### config.mk
export PLATFORM = sky130hd
export DESIGN_NAME = avmm_reg_pipe
export DESIGN_NICKNAME = d
export VERILOG_FILES = /design/src/hw/local_mem_cfg_pkg.sv /design/src/hw/avalon_mem_pkg.sv /design/src/hw/avmm_reg_pipe.sv
export SDC_FILE = /design/constraint.sdc
export NUM_CORES = 1
export LEC_CHECK = 0
export BUFFER_PORTS_ARGS = -buffer_cell sky130_fd_sc_hd__buf_2
export CORE_MARGIN = 5
export CORE_UTILIZATION = 49
export DETAILED_ROUTE_END_ITERATION = 16
export GPL_TIMING_DRIVEN = 0
export PLACE_DENSITY = 0.85
export SETUP_SLACK_MARGIN = 0.3
export SYNTH_ARGS = -nofsm -noshare
export SYNTH_HDL_FRONTEND = slang
export SYNTH_SLANG_ARGS = --single-unit
### constraint.sdc
create_clock -name tgt_mem_afu_clk -period 1.1 [get_ports tgt_mem_afu_clk]
set_input_delay 0.22 -clock tgt_mem_afu_clk [delete_from_list [all_inputs] [get_ports tgt_mem_afu_clk]]
set_output_delay 0.22 -clock tgt_mem_afu_clk [all_outputs]
set_load 0.005 [all_outputs]
### src/hw/local_mem_cfg_pkg.sv
package local_mem_cfg_pkg;

    // ==================================================
    // Memory geometry
    // ==================================================

    // Word address width, giving 256 words in the bank
    localparam int ADDR_WIDTH = 8;
    localparam int DATA_WIDTH = 32;
    localparam int BE_WIDTH = DATA_WIDTH / 8;

    // Legal burst counts run from 1 to 7
    localparam int BURST_CNT_WIDTH = 3;

    // ==================================================
    // Pipeline stages and FIFO reserve
    // ==================================================

    // Register stages between the AFU and the command FIFO
    localparam int NUM_TIMING_REG_STAGES = 2;

    // A single waitrequest bit is assumed to travel faster than the whole bus,
    // so long pipelines get a shorter waitrequest chain
    localparam int NUM_WAITREQUEST_STAGES =
        (NUM_TIMING_REG_STAGES <= 4) ? NUM_TIMING_REG_STAGES :
        ((NUM_TIMING_REG_STAGES <= 16) ? 4 : (NUM_TIMING_REG_STAGES >> 2));

    // Slack on top of the exact in-flight count
    localparam int NUM_EXTRA_STAGES = (NUM_TIMING_REG_STAGES != 0) ? 4 : 0;

    localparam int CMD_FIFO_DEPTH = 16;

    // Free entries kept back for beats that are still in flight
    localparam int NUM_ALMFULL_SLOTS = NUM_TIMING_REG_STAGES +
                                       NUM_WAITREQUEST_STAGES +
                                       NUM_EXTRA_STAGES;

endpackage

### src/hw/avalon_mem_pkg.sv
package avalon_mem_pkg;

    import local_mem_cfg_pkg::*;

    // ==================================================
    // Command beat
    // ==================================================

    // IDLE marks a cycle that carries no beat
    typedef enum logic [1:0]
    {
        AVMM_OP_IDLE  = 2'd0,
        AVMM_OP_READ  = 2'd1,
        AVMM_OP_WRITE = 2'd2
    } avmm_op_e;

    // Later beats of a write burst use only writedata and byteenable
    typedef struct packed
    {
        avmm_op_e                   op;
        logic [ADDR_WIDTH-1:0]      address;
        logic [BURST_CNT_WIDTH-1:0] burstcount;
        logic [DATA_WIDTH-1:0]      writedata;
        logic [BE_WIDTH-1:0]        byteenable;
    } avmm_cmd_t;

    // ==================================================
    // Response beat
    // ==================================================

    // Responses are never back-pressured, so a valid bit is enough
    typedef struct packed
    {
        logic                  readdatavalid;
        logic [DATA_WIDTH-1:0] readdata;
    } avmm_rsp_t;

endpackage

### src/hw/avmm_reg_pipe.sv
`timescale 1ns/100ps

module avmm_reg_pipe
#(
    parameter int N_REG_STAGES = local_mem_cfg_pkg::NUM_TIMING_REG_STAGES,
    parameter int N_WAITREQUEST_STAGES = local_mem_cfg_pkg::NUM_WAITREQUEST_STAGES
)
(
    input  logic                    tgt_mem_afu_clk,
    input  logic                    reset,
    input  avalon_mem_pkg::avmm_cmd_t afu_cmd,
    output logic                    afu_waitrequest,
    output avalon_mem_pkg::avmm_rsp_t afu_rsp,
    output avalon_mem_pkg::avmm_cmd_t pipe_cmd,
    input  logic                    cmd_almfull,
    input  avalon_mem_pkg::avmm_rsp_t bank_rsp
);

    import avalon_mem_pkg::*;

    avmm_cmd_t cmd_pipe [N_REG_STAGES];
    avmm_rsp_t rsp_pipe [N_REG_STAGES];
    logic [N_WAITREQUEST_STAGES-1:0] wait_pipe;
    logic cmd_accept;

    // A beat is taken only when the AFU offers one and waitrequest is low
    assign cmd_accept = (afu_cmd.op != AVMM_OP_IDLE) && !afu_waitrequest;

    // ==================================================
    // Command and response pipelines
    // ==================================================

    // The FIFO reserve absorbs everything in flight, so these stages
    // never stall and behave as a plain shift register
    always_ff @(posedge tgt_mem_afu_clk)
    begin
        cmd_pipe[0] <= afu_cmd;
        if (!cmd_accept)
        begin
            cmd_pipe[0].op <= AVMM_OP_IDLE;
        end
        rsp_pipe[0] <= bank_rsp;

        for (int i = 1; i < N_REG_STAGES; i++)
        begin
            cmd_pipe[i] <= cmd_pipe[i-1];
            rsp_pipe[i] <= rsp_pipe[i-1];
        end

        // Only the op and valid bits need a known value after reset
        if (reset)
        begin
            for (int i = 0; i < N_REG_STAGES; i++)
            begin
                cmd_pipe[i].op <= AVMM_OP_IDLE;
                rsp_pipe[i].readdatavalid <= 1'b0;
            end
        end
    end

    assign pipe_cmd = cmd_pipe[N_REG_STAGES-1];
    assign afu_rsp = rsp_pipe[N_REG_STAGES-1];

    // ==================================================
    // Waitrequest delay chain
    // ==================================================

    // Almost-full from the FIFO reaches the AFU through its own shorter chain
    always_ff @(posedge tgt_mem_afu_clk)
    begin
        if (reset)
        begin
            wait_pipe <= '0;
        end
        else
        begin
            wait_pipe[0] <= cmd_almfull;
            for (int i = 1; i < N_WAITREQUEST_STAGES; i++)
            begin
                wait_pipe[i] <= wait_pipe[i-1];
            end
        end
    end

    assign afu_waitrequest = wait_pipe[N_WAITREQUEST_STAGES-1];

endmodule

==> metrics.md <==
| Metric | Value |
|---|---|
| Run status | complete, but fails checks |
| Failing checks | negative setup slack |
| Drt initial violations | 50 |
| Worst setup path startpoint | cmd_pipe[0][66] |
| RD Place Congestion | 0.7353 |
| CTS H-tree lvls | 4 |
| Initial antenna violation count | 0 |
| First-pass GRT wire length | 15140 microns |
| XOR/XNOR Fraction of Synth Area | 0 |
| Root Driver | clkbuf_8 |
| Total Power | 13.58 mW |
| Setup-failing EPs final | 83 |
| Initial Util | 0.4932 |
| Fin. Hold Viols | 0 |
| Period utilization | 1.152 |
| Ports | 168 |
| Die height | 100.3 microns |
| Wirelength per Cell | 17.77 microns |
| Reg-to-Reg End | cmd_pipe[0][47] |
| Simple-Gate Fraction of Synth Area | 0.01317 |
| CTS tree | done |
| Synth top area share | 0.8326 |
| Core area | 0.008093 sq mm |
| Worst setup margin | -166.9 ps |
| Fmax | 789.3 MHz |
| Via count | 2603 |
| Post-synthesis compound-gate area fraction | 0 |
| Fin Clk Skew | 6.105 ps |
| WP data required | 880 ps |
| DRT Wirelength | 11440 microns |
| Class of the worst hold path | reg2reg |
| Post-synthesis adder-cell area fraction | 0 |
| Nets | 612 |
| Chip Width | 100.3 microns |
| Clk slew on worst S/H paths | 60 ps |
| Vias in the first global route | 2972 |
| CTS Buf Count | 17 |
| Reg2Reg Depth | 2 |
| Overall Global Routing Usage | 0.2016 |
| Cell Area, Synth | 0.003991 sq mm |
| Critical Path Fanout Max | 1 |
| Diode count | 0 |
| Worst Setup End Kind | output port |
| Worst Setup Start Kind | flop |
| Critical Path End | pipe_cmd[17] |
| Area leader, netlist | dfxtp_1 |
| Pleak | 3.364 nW |
| Yosys warns | 0 |
| Cell area after layout | 0.007232 sq mm |
| Port Buffers | 167 |
| Slew Limit Fails | 0 |
| Critical path class | reg2out |
| Place WS | 355.4 ps |
| Worst slew pin tran | 262.7 ps |
| Area growth from synthesis to layout | 81.19% |
| Routed Antenna Nets | 0 |
| # rows | 33 |
| Critical R2R Launch | wait_pipe[1] |
| Post-Route Utilization | 0.8936 |
| Gr ovfl total | 0 |
| Layout Cells excl Fill | 644 |
| Layout cells sized above 1 | 0.6327 |
| Distinct cells, synth | 4 |
| RSZ-0062 raised after global routing | yes |
| Crit path time final | 1267 ps |
| Clock Latency Late Sink | 490 ps |
| Drt via density | 4.042 |
| Multiplexer share of the synthesized area | 0 |
| Mapped Avg Cell Area | 15.59 sq um |
| R2r setup slk | 340 ps |
| Peak VDD IR | 1.178 mV |
| Largest net degree at the start of global routing | 17 |
| Bufs on Longest Clock Path | 2 |
| Slew Limit Headroom | 0.8249 |
| Fillers | 330 |
| Yosys reg bits | 166 |
| Net Count, Synth | 341 |
| Cells after Synth | 256 |
| Top post-synthesis cells by area | dfxtp_1 83%, buf_4 15%, nor2b_1 0.94% |
| First-pass detailed-route iteration total | 4 |
| WP data arrival | 1050 ps |
| Die ar. | 0.01005 sq mm |
| Max-cap violations | 0 |
| Cells after DPL | 528 |
| Clock Sink Count | 166 |
| Drt drc | 0 |
| Placed Area | 0.004959 sq mm |
| Power Dens Cells | 1878 mW/mm^2 |
| Largest family of logic cells by synthesized area | buffers and inverters |
| Sequential area share after synthesis | 0.8326 |
==> sequential cells by signal, summed over array words and instances, names as in the netlist <==
signal	cells
cmd_pipe	98
wait_pipe	2
rsp_pipe	66
==> cells in the final DEF (no fill, tap or decap), types with 3 or more instances in the layout <==
master	n
clkinvlp_4	3
bufinv_16	3
buf_2	84
dlygate4sd3_1	84
nor2b_1	6
inv_6	5
buf_6	145
dfxtp_1	106
dfxtp_2	60
buf_4	21
clkbuf_16	16
==> layout make-up <==
type	count	area, sq um	share of cell area
buffer	82	848.3	0.1173
clock buffer	18	427.9	0.05917
clock inverter	13	170.2	0.02353
multi-input combinational	8	52.55	0.007266
sequential	166	3398	0.4699
tap	105	131.4	0.01817
timing repair buffer	252	2203	0.3047
==> cells in the mapped netlist <==
cell type,number
buf_4,82
dfxtp_1,166
nor2b_1,6
nor3b_1,2
==> power breakdown <==
part | leakage, nW | total (mW) | internal [mW] | switching [mW]
Clock | 0.285 | 5.96 | 3.55 | 2.41
Sequential | 1.40 | 6.49 | 6.36 | 0.130
Combinational | 1.68 | 1.13 | 0.832 | 0.299
==> stage by stage <==
step           hold slack [ps]  TNS [ps]
2_1_floorplan            247.7         0
3_3_place_gp             309.7         0
3_5_place_dp             312.1         0
4_1_cts                  324.1    -13340
5_1_grt                  322.9    -15730
6_report                 323.7    -11660
==> timing repair <==
action / 4_1_cts / 5_1_grt
resized for setup: 118 / 87
endpoints found under the hold margin: 87 / 0
setup buffers: 1 / 0
hold buffers: 84 / 0
endpoints found under the setup margin: 83 / 83
==> per-layer routing <==
metal	vias to the layer above	track usage	routed length, microns
met5	-	0	0
met4	0	0.07358	134
met3	10	0.07436	710
met2	115	0.3894	6805
met1	1233	0.1917	3793
li1	1245	-	-
==> worst max-delay path: stages (launching register included) <==
cell     delay (ps)
dfxtp_1         310
buf_4           140
buf_6           110
==> worst min-delay path by stage <==
stage | startpoint | slack (ps) | to | depth (start not counted)
floorplan | afu_cmd[0] | 250 | cmd_pipe[0][0] | 0
global placement | cmd_pipe[0][42] | 310 | cmd_pipe[0][91] | 0
detailed placement | cmd_pipe[0][11] | 310 | cmd_pipe[0][60] | 0
CTS | rsp_pipe[0][19] | 320 | rsp_pipe[0][52] | 0
global route | rsp_pipe[0][19] | 320 | rsp_pipe[0][52] | 0
finish | rsp_pipe[0][3] | 320 | rsp_pipe[0][36] | 0
==> logic make-up (layout without fill, tap and decap cells) <==
kind of cell | after synthesis | in the layout
flip-flops | 166 | 166
buffers and inverters | 82 | 365
AND/OR/NAND/NOR | 8 | 8
Note: power is estimated with default switching activity, not from simulation.
