### src/hw/local_mem_cfg_pkg.sv
package local_mem_cfg_pkg;

    // ==================================================
    // Memory geometry
    // ==================================================

    // Word address width, giving 256 words in the bank
    localparam int ADDR_WIDTH = 8;
    localparam int DATA_WIDTH = 32;
    localparam int BE_WIDTH = DATA_WIDTH / 8;

    // Legal burst counts run from 1 to 7
    localparam int BURST_CNT_WIDTH = 3;

    // ==================================================
    // Pipeline stages and FIFO reserve
    // ==================================================

    // Register stages between the AFU and the command FIFO
    localparam int NUM_TIMING_REG_STAGES = 2;

    // A single waitrequest bit is assumed to travel faster than the whole bus,
    // so long pipelines get a shorter waitrequest chain
    localparam int NUM_WAITREQUEST_STAGES =
        (NUM_TIMING_REG_STAGES <= 4) ? NUM_TIMING_REG_STAGES :
        ((NUM_TIMING_REG_STAGES <= 16) ? 4 : (NUM_TIMING_REG_STAGES >> 2));

    // Slack on top of the exact in-flight count
    localparam int NUM_EXTRA_STAGES = (NUM_TIMING_REG_STAGES != 0) ? 4 : 0;

    localparam int CMD_FIFO_DEPTH = 16;

    // Free entries kept back for beats that are still in flight
    localparam int NUM_ALMFULL_SLOTS = NUM_TIMING_REG_STAGES +
                                       NUM_WAITREQUEST_STAGES +
                                       NUM_EXTRA_STAGES;

endpackage

### src/hw/avalon_mem_pkg.sv
package avalon_mem_pkg;

    import local_mem_cfg_pkg::*;

    // ==================================================
    // Command beat
    // ==================================================

    // IDLE marks a cycle that carries no beat
    typedef enum logic [1:0]
    {
        AVMM_OP_IDLE  = 2'd0,
        AVMM_OP_READ  = 2'd1,
        AVMM_OP_WRITE = 2'd2
    } avmm_op_e;

    // Later beats of a write burst use only writedata and byteenable
    typedef struct packed
    {
        avmm_op_e                   op;
        logic [ADDR_WIDTH-1:0]      address;
        logic [BURST_CNT_WIDTH-1:0] burstcount;
        logic [DATA_WIDTH-1:0]      writedata;
        logic [BE_WIDTH-1:0]        byteenable;
    } avmm_cmd_t;

    // ==================================================
    // Response beat
    // ==================================================

    // Responses are never back-pressured, so a valid bit is enough
    typedef struct packed
    {
        logic                  readdatavalid;
        logic [DATA_WIDTH-1:0] readdata;
    } avmm_rsp_t;

endpackage

### src/hw/avmm_cmd_fifo.sv
`timescale 1ns/100ps

module avmm_cmd_fifo
#(
    parameter int DEPTH = local_mem_cfg_pkg::CMD_FIFO_DEPTH,
    parameter int ALMFULL_SLOTS = local_mem_cfg_pkg::NUM_ALMFULL_SLOTS
)
(
    input  logic                    tgt_mem_afu_clk,
    input  logic                    reset,
    input  avalon_mem_pkg::avmm_cmd_t pipe_cmd,
    output logic                    cmd_almfull,
    output avalon_mem_pkg::avmm_cmd_t fifo_head,
    output logic                    fifo_valid,
    input  logic                    fifo_pop
);

    import avalon_mem_pkg::*;

    localparam int PTR_WIDTH = $clog2(DEPTH);
    localparam int CNT_WIDTH = $clog2(DEPTH + 1);

    avmm_cmd_t fifo_mem [DEPTH];
    logic [PTR_WIDTH-1:0] wr_ptr;
    logic [PTR_WIDTH-1:0] rd_ptr;
    logic [CNT_WIDTH-1:0] count;
    logic [CNT_WIDTH-1:0] count_next;
    logic do_push;
    logic do_pop;

    // Every real beat is pushed without a space check
    // The almost-full reserve guarantees that room exists
    assign do_push = (pipe_cmd.op != AVMM_OP_IDLE);
    assign do_pop = fifo_pop && fifo_valid;

    // Occupancy after this cycle's push and pop
    always_comb
    begin
        count_next = count;
        if (do_push && !do_pop)
        begin
            count_next = count + 1'b1;
        end
        else if (do_pop && !do_push)
        begin
            count_next = count - 1'b1;
        end
    end

    // ==================================================
    // Storage
    // ==================================================

    always_ff @(posedge tgt_mem_afu_clk)
    begin
        if (do_push)
        begin
            fifo_mem[wr_ptr] <= pipe_cmd;
        end
    end

    // Pointers, occupancy and the registered almost-full flag
    always_ff @(posedge tgt_mem_afu_clk)
    begin
        if (reset)
        begin
            wr_ptr <= '0;
            rd_ptr <= '0;
            count <= '0;
            cmd_almfull <= 1'b0;
        end
        else
        begin
            if (do_push)
            begin
                wr_ptr <= (int'(wr_ptr) == DEPTH - 1) ? '0 : wr_ptr + 1'b1;
            end
            if (do_pop)
            begin
                rd_ptr <= (int'(rd_ptr) == DEPTH - 1) ? '0 : rd_ptr + 1'b1;
            end
            count <= count_next;

            // Raised once the free entries fall to the reserve size
            cmd_almfull <= ((DEPTH - int'(count_next)) <= ALMFULL_SLOTS);
        end
    end

    // The head is visible the cycle after it was pushed
    assign fifo_head = fifo_mem[rd_ptr];
    assign fifo_valid = (count != '0);

endmodule

### config.mk
export PLATFORM = sky130hd
export DESIGN_NAME = avmm_cmd_fifo
export DESIGN_NICKNAME = d
export VERILOG_FILES = /design/src/hw/local_mem_cfg_pkg.sv /design/src/hw/avalon_mem_pkg.sv /design/src/hw/avmm_cmd_fifo.sv
export SDC_FILE = /design/constraint.sdc
export NUM_CORES = 1
export LEC_CHECK = 0
export BUFFER_PORTS_ARGS = -buffer_cell sky130_fd_sc_hd__buf_2
export CORE_ASPECT_RATIO = 1.1
export CORE_MARGIN = 2
export CORE_UTILIZATION = 30
export CTS_CLUSTER_DIAMETER = 120
export DETAILED_ROUTE_END_ITERATION = 12
export PLACE_DENSITY_LB_ADDON = 0.05
export SLEW_MARGIN = 10
export SYNTH_ARGS = -nofsm -noshare
export SYNTH_HDL_FRONTEND = slang
export SYNTH_SLANG_ARGS = --single-unit
### constraint.sdc
create_clock -name tgt_mem_afu_clk -period 11.4 [get_ports tgt_mem_afu_clk]
set_clock_uncertainty 0.15 [all_clocks]
set_input_delay 1.14 -clock tgt_mem_afu_clk [delete_from_list [all_inputs] [get_ports tgt_mem_afu_clk]]
set_output_delay 1.14 -clock tgt_mem_afu_clk [all_outputs]
set_load 0.01 [all_outputs]
==> results of run 1 <==
synthesized netlist by cell type, types with 5 or more instances:
| master | n |
|---|---|
| a21oi_1 | 10 |
| buf_2 | 24 |
| edfxtp_1 | 784 |
| nor3_1 | 6 |
| dfxtp_1 | 18 |
| inv_1 | 5 |
| o21ai_0 | 6 |
| mux4_2 | 245 |
| clkbuf_1 | 35 |
| ha_1 | 7 |
| nand2_1 | 15 |
| nor2_1 | 18 |
stage by stage:
| stage | std cells | total power [mW] | hold slack [ns] | worst slack, ns | area [um^2] |
|---|---|---|---|---|---|
| after CTS | 2748 | 7.22 | 0.356 | 5.55 | 35400 |
| after floorplan | 1208 | 4.07 | 0.322 | 5.80 | 30300 |
| final | 2749 | 7.07 | 0.351 | 5.77 | 35400 |
| after detailed placement | 2583 | 4.38 | 0.347 | 6.29 | 32500 |
| after global routing | 2749 | 7.38 | 0.402 | 5.39 | 35400 |
| after global placement | 2583 | 4.38 | 0.346 | 6.29 | 32500 |
power breakdown:
group | leakage (nW) | switching (mW) | total (mW) | internal, mW
Sequential | 7.25 | 0.0421 | 3.34 | 3.30
Clock | 1.36 | 1.19 | 2.79 | 1.60
Combinational | 2.07 | 0.465 | 0.937 | 0.471
Total | 10.7 | 1.70 | 7.07 | 5.38
state kept, by name, indices dropped and copies added, names as in the netlist, named ones only:
signal and flops:
cmd_almfull 1, rd_ptr 4, count 5, wr_ptr 4, fifo_mem 784
critical path: stages (launching register included):
cell and delay, ns:
dfxtp_4 0.68, buf_12 0.60, buf_4 0.88, mux4_2 0.61, mux4_2 0.53, buf_2 0.17
routing by layer:
layer	vias up	GRT usage [%]	part of all wire, %	wire length, um
met4	4	3.59	1.6	1210
met2	235	25.0	49	37900
li1	5607	-	-	-
met5	-	0	0.029	22
met1	7387	20.8	45	35100
met3	101	2.82	3.8	2930
cell type report:
cell class / instances / area (um^2)
antenna: 1 / 2.50
multi-input combinational: 339 / 6200
timing repair buffer: 135 / 771
inverter: 5 / 18.8
tap: 1302 / 1630
clock buffer: 117 / 2350
sequential: 802 / 23900
clock inverter: 48 / 460
fill: 9229 / 65100
cells by family after synthesis:
family                   after synthesis
flip-flops                           802
AO/OA/AOI/OAI                         26
multiplexers                         245
XOR/XNOR                               4
AND/OR/NAND/NOR                       56
adder cells (fa/ha/maj)                8
buffers and inverters                 67
how the worst max path moves through the flow:
stage / startpoint / endpoint / slack, ns / depth (start not counted)
5_1_grt: register / fifo_head[26] / 5.39 / 5
3_5_place_dp: register / fifo_head[24] / 6.29 / 5
4_1_cts: register / fifo_head[24] / 5.55 / 5
6_report: register / fifo_head[26] / 5.77 / 5
3_3_place_gp: register / fifo_head[26] / 6.29 / 5
2_1_floorplan: pipe_cmd[48] / fifo_mem[3][0] / 5.80 / 4
==> flow_summary.toml, run 1 <==
[clock_tree]
cts_buffers = 90
cts_buffer_depth = 3
cts_tree = "built"
post-cts-setup-buffer-count = 0
clk_pin_slew_ns = 0.06
worstSkewPairLatency_ns = 0.66
cts_hold_buf = 0
clockRootBuffer = "clkbuf_16"
cts_sinks = 802
cts_resized = 0
cts_max_level = 3

[global_routing]
grtUsageTotal_pct = 15.1
antenna_found_initial = 7
grt_max_degree = 89
grt_pass1_vias = 14681
grt.overflow.total = 0
grt_pass1_wl_mm = 110

[synthesis]
ys_ff_latch = 802
yosys.area.top_type = "edfxtp_1"
synth_cells = 1208
syn_area_mm2 = 0.0303
synth-xor-area-share_pct = 0.116
synth.avg_cell_area_um2 = 25.1
synth_fa_ha_area_share_pct = 0.326
synth_mux_area_share_pct = 18.2
synthFlopType = "edfxtp_1"
async_flop_share_pct = 0
synth-simple-area-share_pct = 0.913
synth-edff-count = 784
synth_compound_area_share_pct = 0.545
synth_top_area_share_pct = 77.7
syn_nets = 1267
yosysUniqueCellTypes = 36
synth_seq_area_share_pct = 78.9
synth_top_family_by_area = "multiplexers"
synthTopCellsByArea = "edfxtp_1 (78%), mux4_2 (18%), dfxtp_1 (1.2%)"
yosysWarningCount = 0

[routing]
wire_per_inst_um = 28.1
via_per_inst = 4.85
drtIter0Drc = 918
first_pass_iters = 4
final_antenna_net_count = 0
vias = 13334
drc = 0
drt-total-wl_mm = 77.2

[worst_setup_path]
worst_r2r_path_depth = 4
rr_endpoint = "fifo_mem[11][23]"
critical_path.max_fanout = 88
r2r-start = "wr_ptr[0]"
cp.required_ns = 10.11
endpoint_kind = "primary output"
worstPathArrival_ns = 4.34
startpoint_type = "register"
worst-setup-path-type = "reg -> out"
rrSetupSlack_ns = 8.29

[sta]
setup_tns_ns = 0
setup_viol = 0
slew-limit-headroom_pct = 27.9
period_needed_ns = 5.63
fmax_mhz = 178
slew_viol_final = 0
finalHoldViolCount = 0
rsz0062_at_grt = "no"
tightest_slew_ns = 1.08
post-route-period-util_pct = 49.4

[hold_path]
min_path_cells = 2
hold_class = "reg -> reg"
hp-start = "rd_ptr[3]"

[placement]
port_buffers = 102
gp_congestion = 0.660
post-dp-hpwl_mm = 37.4

[finish]
layout_commonest_cell = "edfxtp_1"
syn_to_final_growth_pct = 16.7
drive_gt1_share_pct = 36.7
layout.cells.most_common_list = "edfxtp_1 (784), mux4_2 (245), buf_2 (102)"
final_util_pct = 35.2
fin_nets = 1432

[pwr]
ir_drop_v = 0.000107
power.density_mw_per_mm2 = 200
p_leak_nw = 10.7

[floorplan]
die-height_um = 337
io_pins = 103
die-area_mm2 = 0.104
initial_utilization_pct = 30.2
rows = 122
fp.dieW_um = 307
core_region_area_mm2 = 0.100

[flow_run]
drv_cap = 0

[status]
status = "finished clean"
Note: power is estimated with default switching activity, not from simulation.
==> inputs of run 2 (changes only) <==
Clock period 11.4 ns to 5.9 ns, I/O delays scaled along.
==> flow_summary.toml, run 2 (synthesized netlist as in run 1, its figures left out) <==
[status]
status = "finished clean"

[finish]
final_util_pct = 35.3
fin_nets = 1435
layout_commonest_cell = "edfxtp_1"
fillCellCount = 9252
top_register = "fifo_mem"
largestRegisters = "fifo_mem x784, count x5"
layout.cells.most_common_list = "edfxtp_1 (784), mux4_2 (245), buf_2 (102)"
largest_reg_flops = 784
syn_to_final_growth_pct = 17.2
n_antenna_cell = 0
drive_gt1_share_pct = 36.9

[sta]
setup_viol = 0
slew_viol_final = 0
tightest_slew_ns = 1.03
fin_ws_ns = 1.84
period_needed_ns = 4.06
fmax_mhz = 247
setup_tns_ns = 0
post-route-period-util_pct = 68.8
rsz0062_at_grt = "no"
whs_ns = 0.158
finalHoldViolCount = 0
slew-limit-headroom_pct = 31.4

[floorplan]
fp.dieW_um = 307
io_pins = 103
rows = 122
die-area_mm2 = 0.104
core_region_area_mm2 = 0.100
initial_utilization_pct = 30.2
die-height_um = 337

[clock_tree]
cts_sinks = 802
clockRootBuffer = "clkbuf_16"
clk_pin_slew_ns = 0.06
cts_max_level = 3
worstSkewPairLatency_ns = 0.65
cts_buffers = 92
cts_buffer_depth = 3
cts_resized = 0
cts_tree = "built"
post-cts-setup-buffer-count = 0
cts_hold_buf = 0

[global_routing]
grt_pass1_vias = 14662
antenna_found_initial = 7
grt_max_degree = 76
grtUsageTotal_pct = 15.2
grt.overflow.total = 0
grt_pass1_wl_mm = 111

[pwr]
report.power.total_mw = 13.7
power_frac_comb_pct = 13.3
power.density_mw_per_mm2 = 384
sw_frac_of_total_pct = 24.1
power_frac_clock_pct = 39.3
p_leak_nw = 10.7
power.switching_mw = 3.29
power.internal_mw = 10.4
sequentialPowerShare_pct = 47.4
ir_drop_v = 0.000197

[routing]
drc = 0
via_per_inst = 4.86
first_pass_iters = 5
vias = 13382
drtIter0Drc = 821
wire_per_inst_um = 28.2
final_antenna_net_count = 0
drt-total-wl_mm = 77.6

[hold_path]
hp-start = "pipe_cmd[9]"
hold_class = "in -> reg"
whs_endpoint = "fifo_mem[8][9]"
min_path_cells = 1

[worst_setup_path]
rrSetupSlack_ns = 3.07
r2r-start = "wr_ptr[2]"
cp.required_ns = 5.16
worst_r2r_path_depth = 3
worstPathArrival_ns = 3.32
rr_endpoint = "fifo_mem[13][22]"
startpoint_type = "register"
critical_path.max_fanout = 74
worst-setup-path-type = "reg -> out"
endpoint_kind = "primary output"

[placement]
port_buffers = 102
place_ws_ns = 2.48
gp_congestion = 0.651
post-dp-hpwl_mm = 38.2

[flow_run]
drv_cap = 0
## run 2: cell types whose count changed in the layout (fill, tap and decap cells not counted)
| cell | before | now |
|---|---|---|
| bufinv_16 | 6 | 4 |
| clkinv_4 | 0 | 1 |
| buf_4 | 32 | 21 |
| clkbuf_16 | 90 | 92 |
| clkinvlp_4 | 5 | 2 |
| clkbuf_1 | 27 | 21 |
| clkinv_2 | 13 | 19 |
| clkinv_1 | 17 | 22 |
| inv_6 | 2 | 3 |
| buf_12 | 1 | 13 |
| inv_16 | 4 | 3 |
| diode_2 | 1 | 0 |
## run 2: metal layers
metal / up-vias / wire (um) / share of wire, % / track usage, %
met5: - / 47 / 0.061 / 0
met4: 8 / 1430 / 1.8 / 4.13
met3: 113 / 2740 / 3.5 / 2.49
met2: 238 / 39200 / 51 / 25.9
met1: 7414 / 34200 / 44 / 20.3
li1: 5609 / - / - / -
## run 2: area by class of cell
| class | instances | area (um^2) | share of cell area [%] |
|---|---|---|---|
| Clock buffer | 113 | 2380 | 6.71 |
| Clock inverter | 55 | 424 | 1.19 |
| Inverter | 5 | 18.8 | 0.0529 |
| Multi-Input combinational cell | 339 | 6200 | 17.5 |
| Sequential cell | 802 | 23900 | 67.4 |
| Tap cell | 1302 | 1630 | 4.59 |
| Timing Repair Buffer | 136 | 928 | 2.61 |
## run 2: worst max-delay path by stage
stage / endpoint / from
4_1_cts: fifo_head[48] / register
5_1_grt: fifo_head[48] / register
2_1_floorplan: fifo_mem[3][0] / pipe_cmd[48]
3_5_place_dp: fifo_head[48] / register
6_report: fifo_head[48] / register
3_3_place_gp: fifo_head[48] / register
## run 2: critical path, cell delays in order, from the launching register on
cell and delay [ns]:
dfxtp_4 0.92, buf_12 0.51, mux4_2 0.38, mux4_2 0.59, buf_2 0.19
## run 2: power groups by stage
stage / clock, mW / combinational [mW] / sequential [mW]
5_1_grt: 5.77 / 1.98 / 6.48
3_5_place_dp: 0 / 1.90 / 6.59
2_1_floorplan: 0 / 1.33 / 6.53
6_report: 5.37 / 1.82 / 6.47
3_3_place_gp: 0 / 1.90 / 6.59
4_1_cts: 5.57 / 1.90 / 6.47
## run 2: metrics by stage
stage / area [um^2] / instances
2_1_floorplan: 30300 / 1208
6_report: 35500 / 2752
4_1_cts: 35500 / 2752
3_3_place_gp: 32700 / 2584
3_5_place_dp: 32700 / 2584
5_1_grt: 35500 / 2752
==> inputs of run 3 (changes only) <==
Settings changed: ABC_AREA set to 1.
Clock period 5.9 ns to 4.2 ns, I/O delays scaled along.
==> flow_summary.toml, run 3 <==
[status]
status = "finished clean"

[worst_setup_path]
endpoint_kind = "primary output"
critical_path.max_fanout = 30
cp.required_ns = 3.63
startpoint_type = "register"
worst-setup-path-type = "reg -> out"
rrSetupSlack_ns = 1.97
worstPathArrival_ns = 2.83

[sta]
setup_viol = 0
finalHoldViolCount = 0
fmax_mhz = 294
tightest_slew_ns = 0.891
period_needed_ns = 3.40
slew_viol_final = 0
rsz0062_at_grt = "no"
slew-limit-headroom_pct = 40.6
setup_tns_ns = 0
post-route-period-util_pct = 81.0

[synthesis]
synth_top_area_share_pct = 71.4
yosysMostFrequentCell = "edfxtp_1"
yosysWarningCount = 0
ys_ff_latch = 802
synth_seq_area_share_pct = 72.5
synth_top_cells_by_count = "edfxtp_1 (784), inv_1 (411), nand3_1 (303), nand2_1 (277), a21oi_1 (200)"
syn_area_mm2 = 0.0330
async_flop_share_pct = 0
synthTopCellsByArea = "edfxtp_1 (71%), inv_1 (4.7%), nand3_1 (4.6%)"
yosys.area.top_type = "edfxtp_1"
synth-edff-count = 784
syn_nets = 2667
synthFlopType = "edfxtp_1"
yosysUniqueCellTypes = 28
synth.avg_cell_area_um2 = 12.6
synth_cells = 2608

[floorplan]
initial_utilization_pct = 30.3
die-area_mm2 = 0.113
core_region_area_mm2 = 0.109
io_pins = 103
rows = 127
fp.dieW_um = 320
die-height_um = 352

[placement]
post-dp-hpwl_mm = 46.5
gp_congestion = 0.692
port_buffers = 102

[finish]
fillCellCount = 10646
drive_gt1_share_pct = 12.1
syn_to_final_growth_pct = 16.7
fin_nets = 2813
top_register = "fifo_mem"
n_antenna_cell = 0
layout.cells.most_common_list = "edfxtp_1 (784), inv_1 (410), nand3_1 (303)"
largest_reg_flops = 784
largestRegisters = "fifo_mem x784, count x5"
layout_commonest_cell = "edfxtp_1"

[pwr]
power_frac_comb_pct = 14.0
power.internal_mw = 14.5
power_frac_clock_pct = 39.7
sequentialPowerShare_pct = 46.3
report.power.total_mw = 19.7
p_leak_nw = 13.6
power.density_mw_per_mm2 = 511
sw_frac_of_total_pct = 26.2
ir_drop_v = 0.000299
power.switching_mw = 5.16

[clock_tree]
cts_max_level = 3
cts_buffers = 93
cts_resized = 0
worstSkewPairLatency_ns = 0.64
post-cts-setup-buffer-count = 0
clk_pin_slew_ns = 0.06
clockRootBuffer = "clkbuf_16"
cts_buffer_depth = 3
cts_sinks = 802
cts_tree = "built"

[routing]
final_antenna_net_count = 0
first_pass_iters = 5
drtIter0Drc = 1218
vias = 19790
drt-total-wl_mm = 91.4
via_per_inst = 4.66
drc = 0
wire_per_inst_um = 21.5

[global_routing]
grtUsageTotal_pct = 16.2
grt_pass1_vias = 19493
grt.overflow.total = 0
grt_pass1_wl_mm = 134
antenna_found_initial = 1
grt_max_degree = 119

[flow_run]
drv_cap = 0

[hold_path]
hold_class = "in -> reg"
run 3: logic make-up after synthesis:
group / synth area share (%)
DFF: 72.5
and+or+nand+nor: 8.17
AOI/OAI and AO/OA: 10.9
buffers and inverters: 8.01
xor gates and xnor gates: 0.186
adders and majority gates: 0.266
run 3: power groups by stage:
stage	Sequential (mW)	Combinational [mW]	Clock, mW
2_1_floorplan	9.19	2.00	0
3_3_place_gp	9.28	2.80	0
3_5_place_dp	9.28	2.79	0
4_1_cts	9.11	2.84	8.10
5_1_grt	9.13	3.13	8.40
6_report	9.11	2.76	7.80
run 3: area by class of cell:
| cell class | count | area [um^2] | area share, % |
|---|---|---|---|
| Sequential cell | 802 | 23900 | 62.1 |
| Clock buffer | 114 | 2460 | 6.39 |
| Multi-Input combinational cell | 1228 | 6550 | 17.0 |
| Inverter | 414 | 1560 | 4.05 |
| Timing Repair Buffer | 215 | 1780 | 4.62 |
| Clock inverter | 52 | 459 | 1.19 |
| Tap cell | 1419 | 1780 | 4.61 |
run 3: routing by layer:
layer  part of all wire (%)  global-route usage, %
met3                    3.8                   2.34
met5                      0                      0
met2                     49                   27.8
met1                     45                   21.4
met4                    2.1                   4.68
run 3: final timing paths:
check / end / cells after the start / start
setup / recovery: fifo_head[17] / 6 / register
hold / removal: fifo_mem[11][24] / 1 / pipe_cmd[24]
setup reg to reg: fifo_mem[4][15] / 5 / wr_ptr[0]
hold reg to reg: count[0] / 1 / count[0]
run 3: critical path: stages, from the launching register on:
cell and delay [ns]:
dfxtp_4 0.50, inv_4 0.52, buf_4 0.51, nand3_1 0.14, nand3_1 0.10, nand2_1 0.16
buf_2 0.18
run 3: what timing repair did:
action                                  4_1_cts  5_1_grt
hold buffers                                 47        0
endpoints found under the hold margin       707        0
endpoints found under the setup margin        0        0
run 3: metrics by stage:
| stage | cells | setup WS [ns] | utilization [%] | instance area [um^2] | hold WS (ns) |
|---|---|---|---|---|---|
| 2_1_floorplan | 2608 | 0.731 | - | 33000 | 0.309 |
| 3_3_place_gp | 4031 | 1.38 | 32.2 | 35100 | 0.333 |
| 3_5_place_dp | 4031 | 1.37 | 32.2 | 35100 | 0.335 |
| 4_1_cts | 4244 | 0.665 | 35.3 | 38500 | 0.000424 |
| 5_1_grt | 4244 | 0.628 | 35.3 | 38500 | 0.0331 |
| 6_report | 4244 | 0.798 | 35.3 | 38500 | 0.0400 |
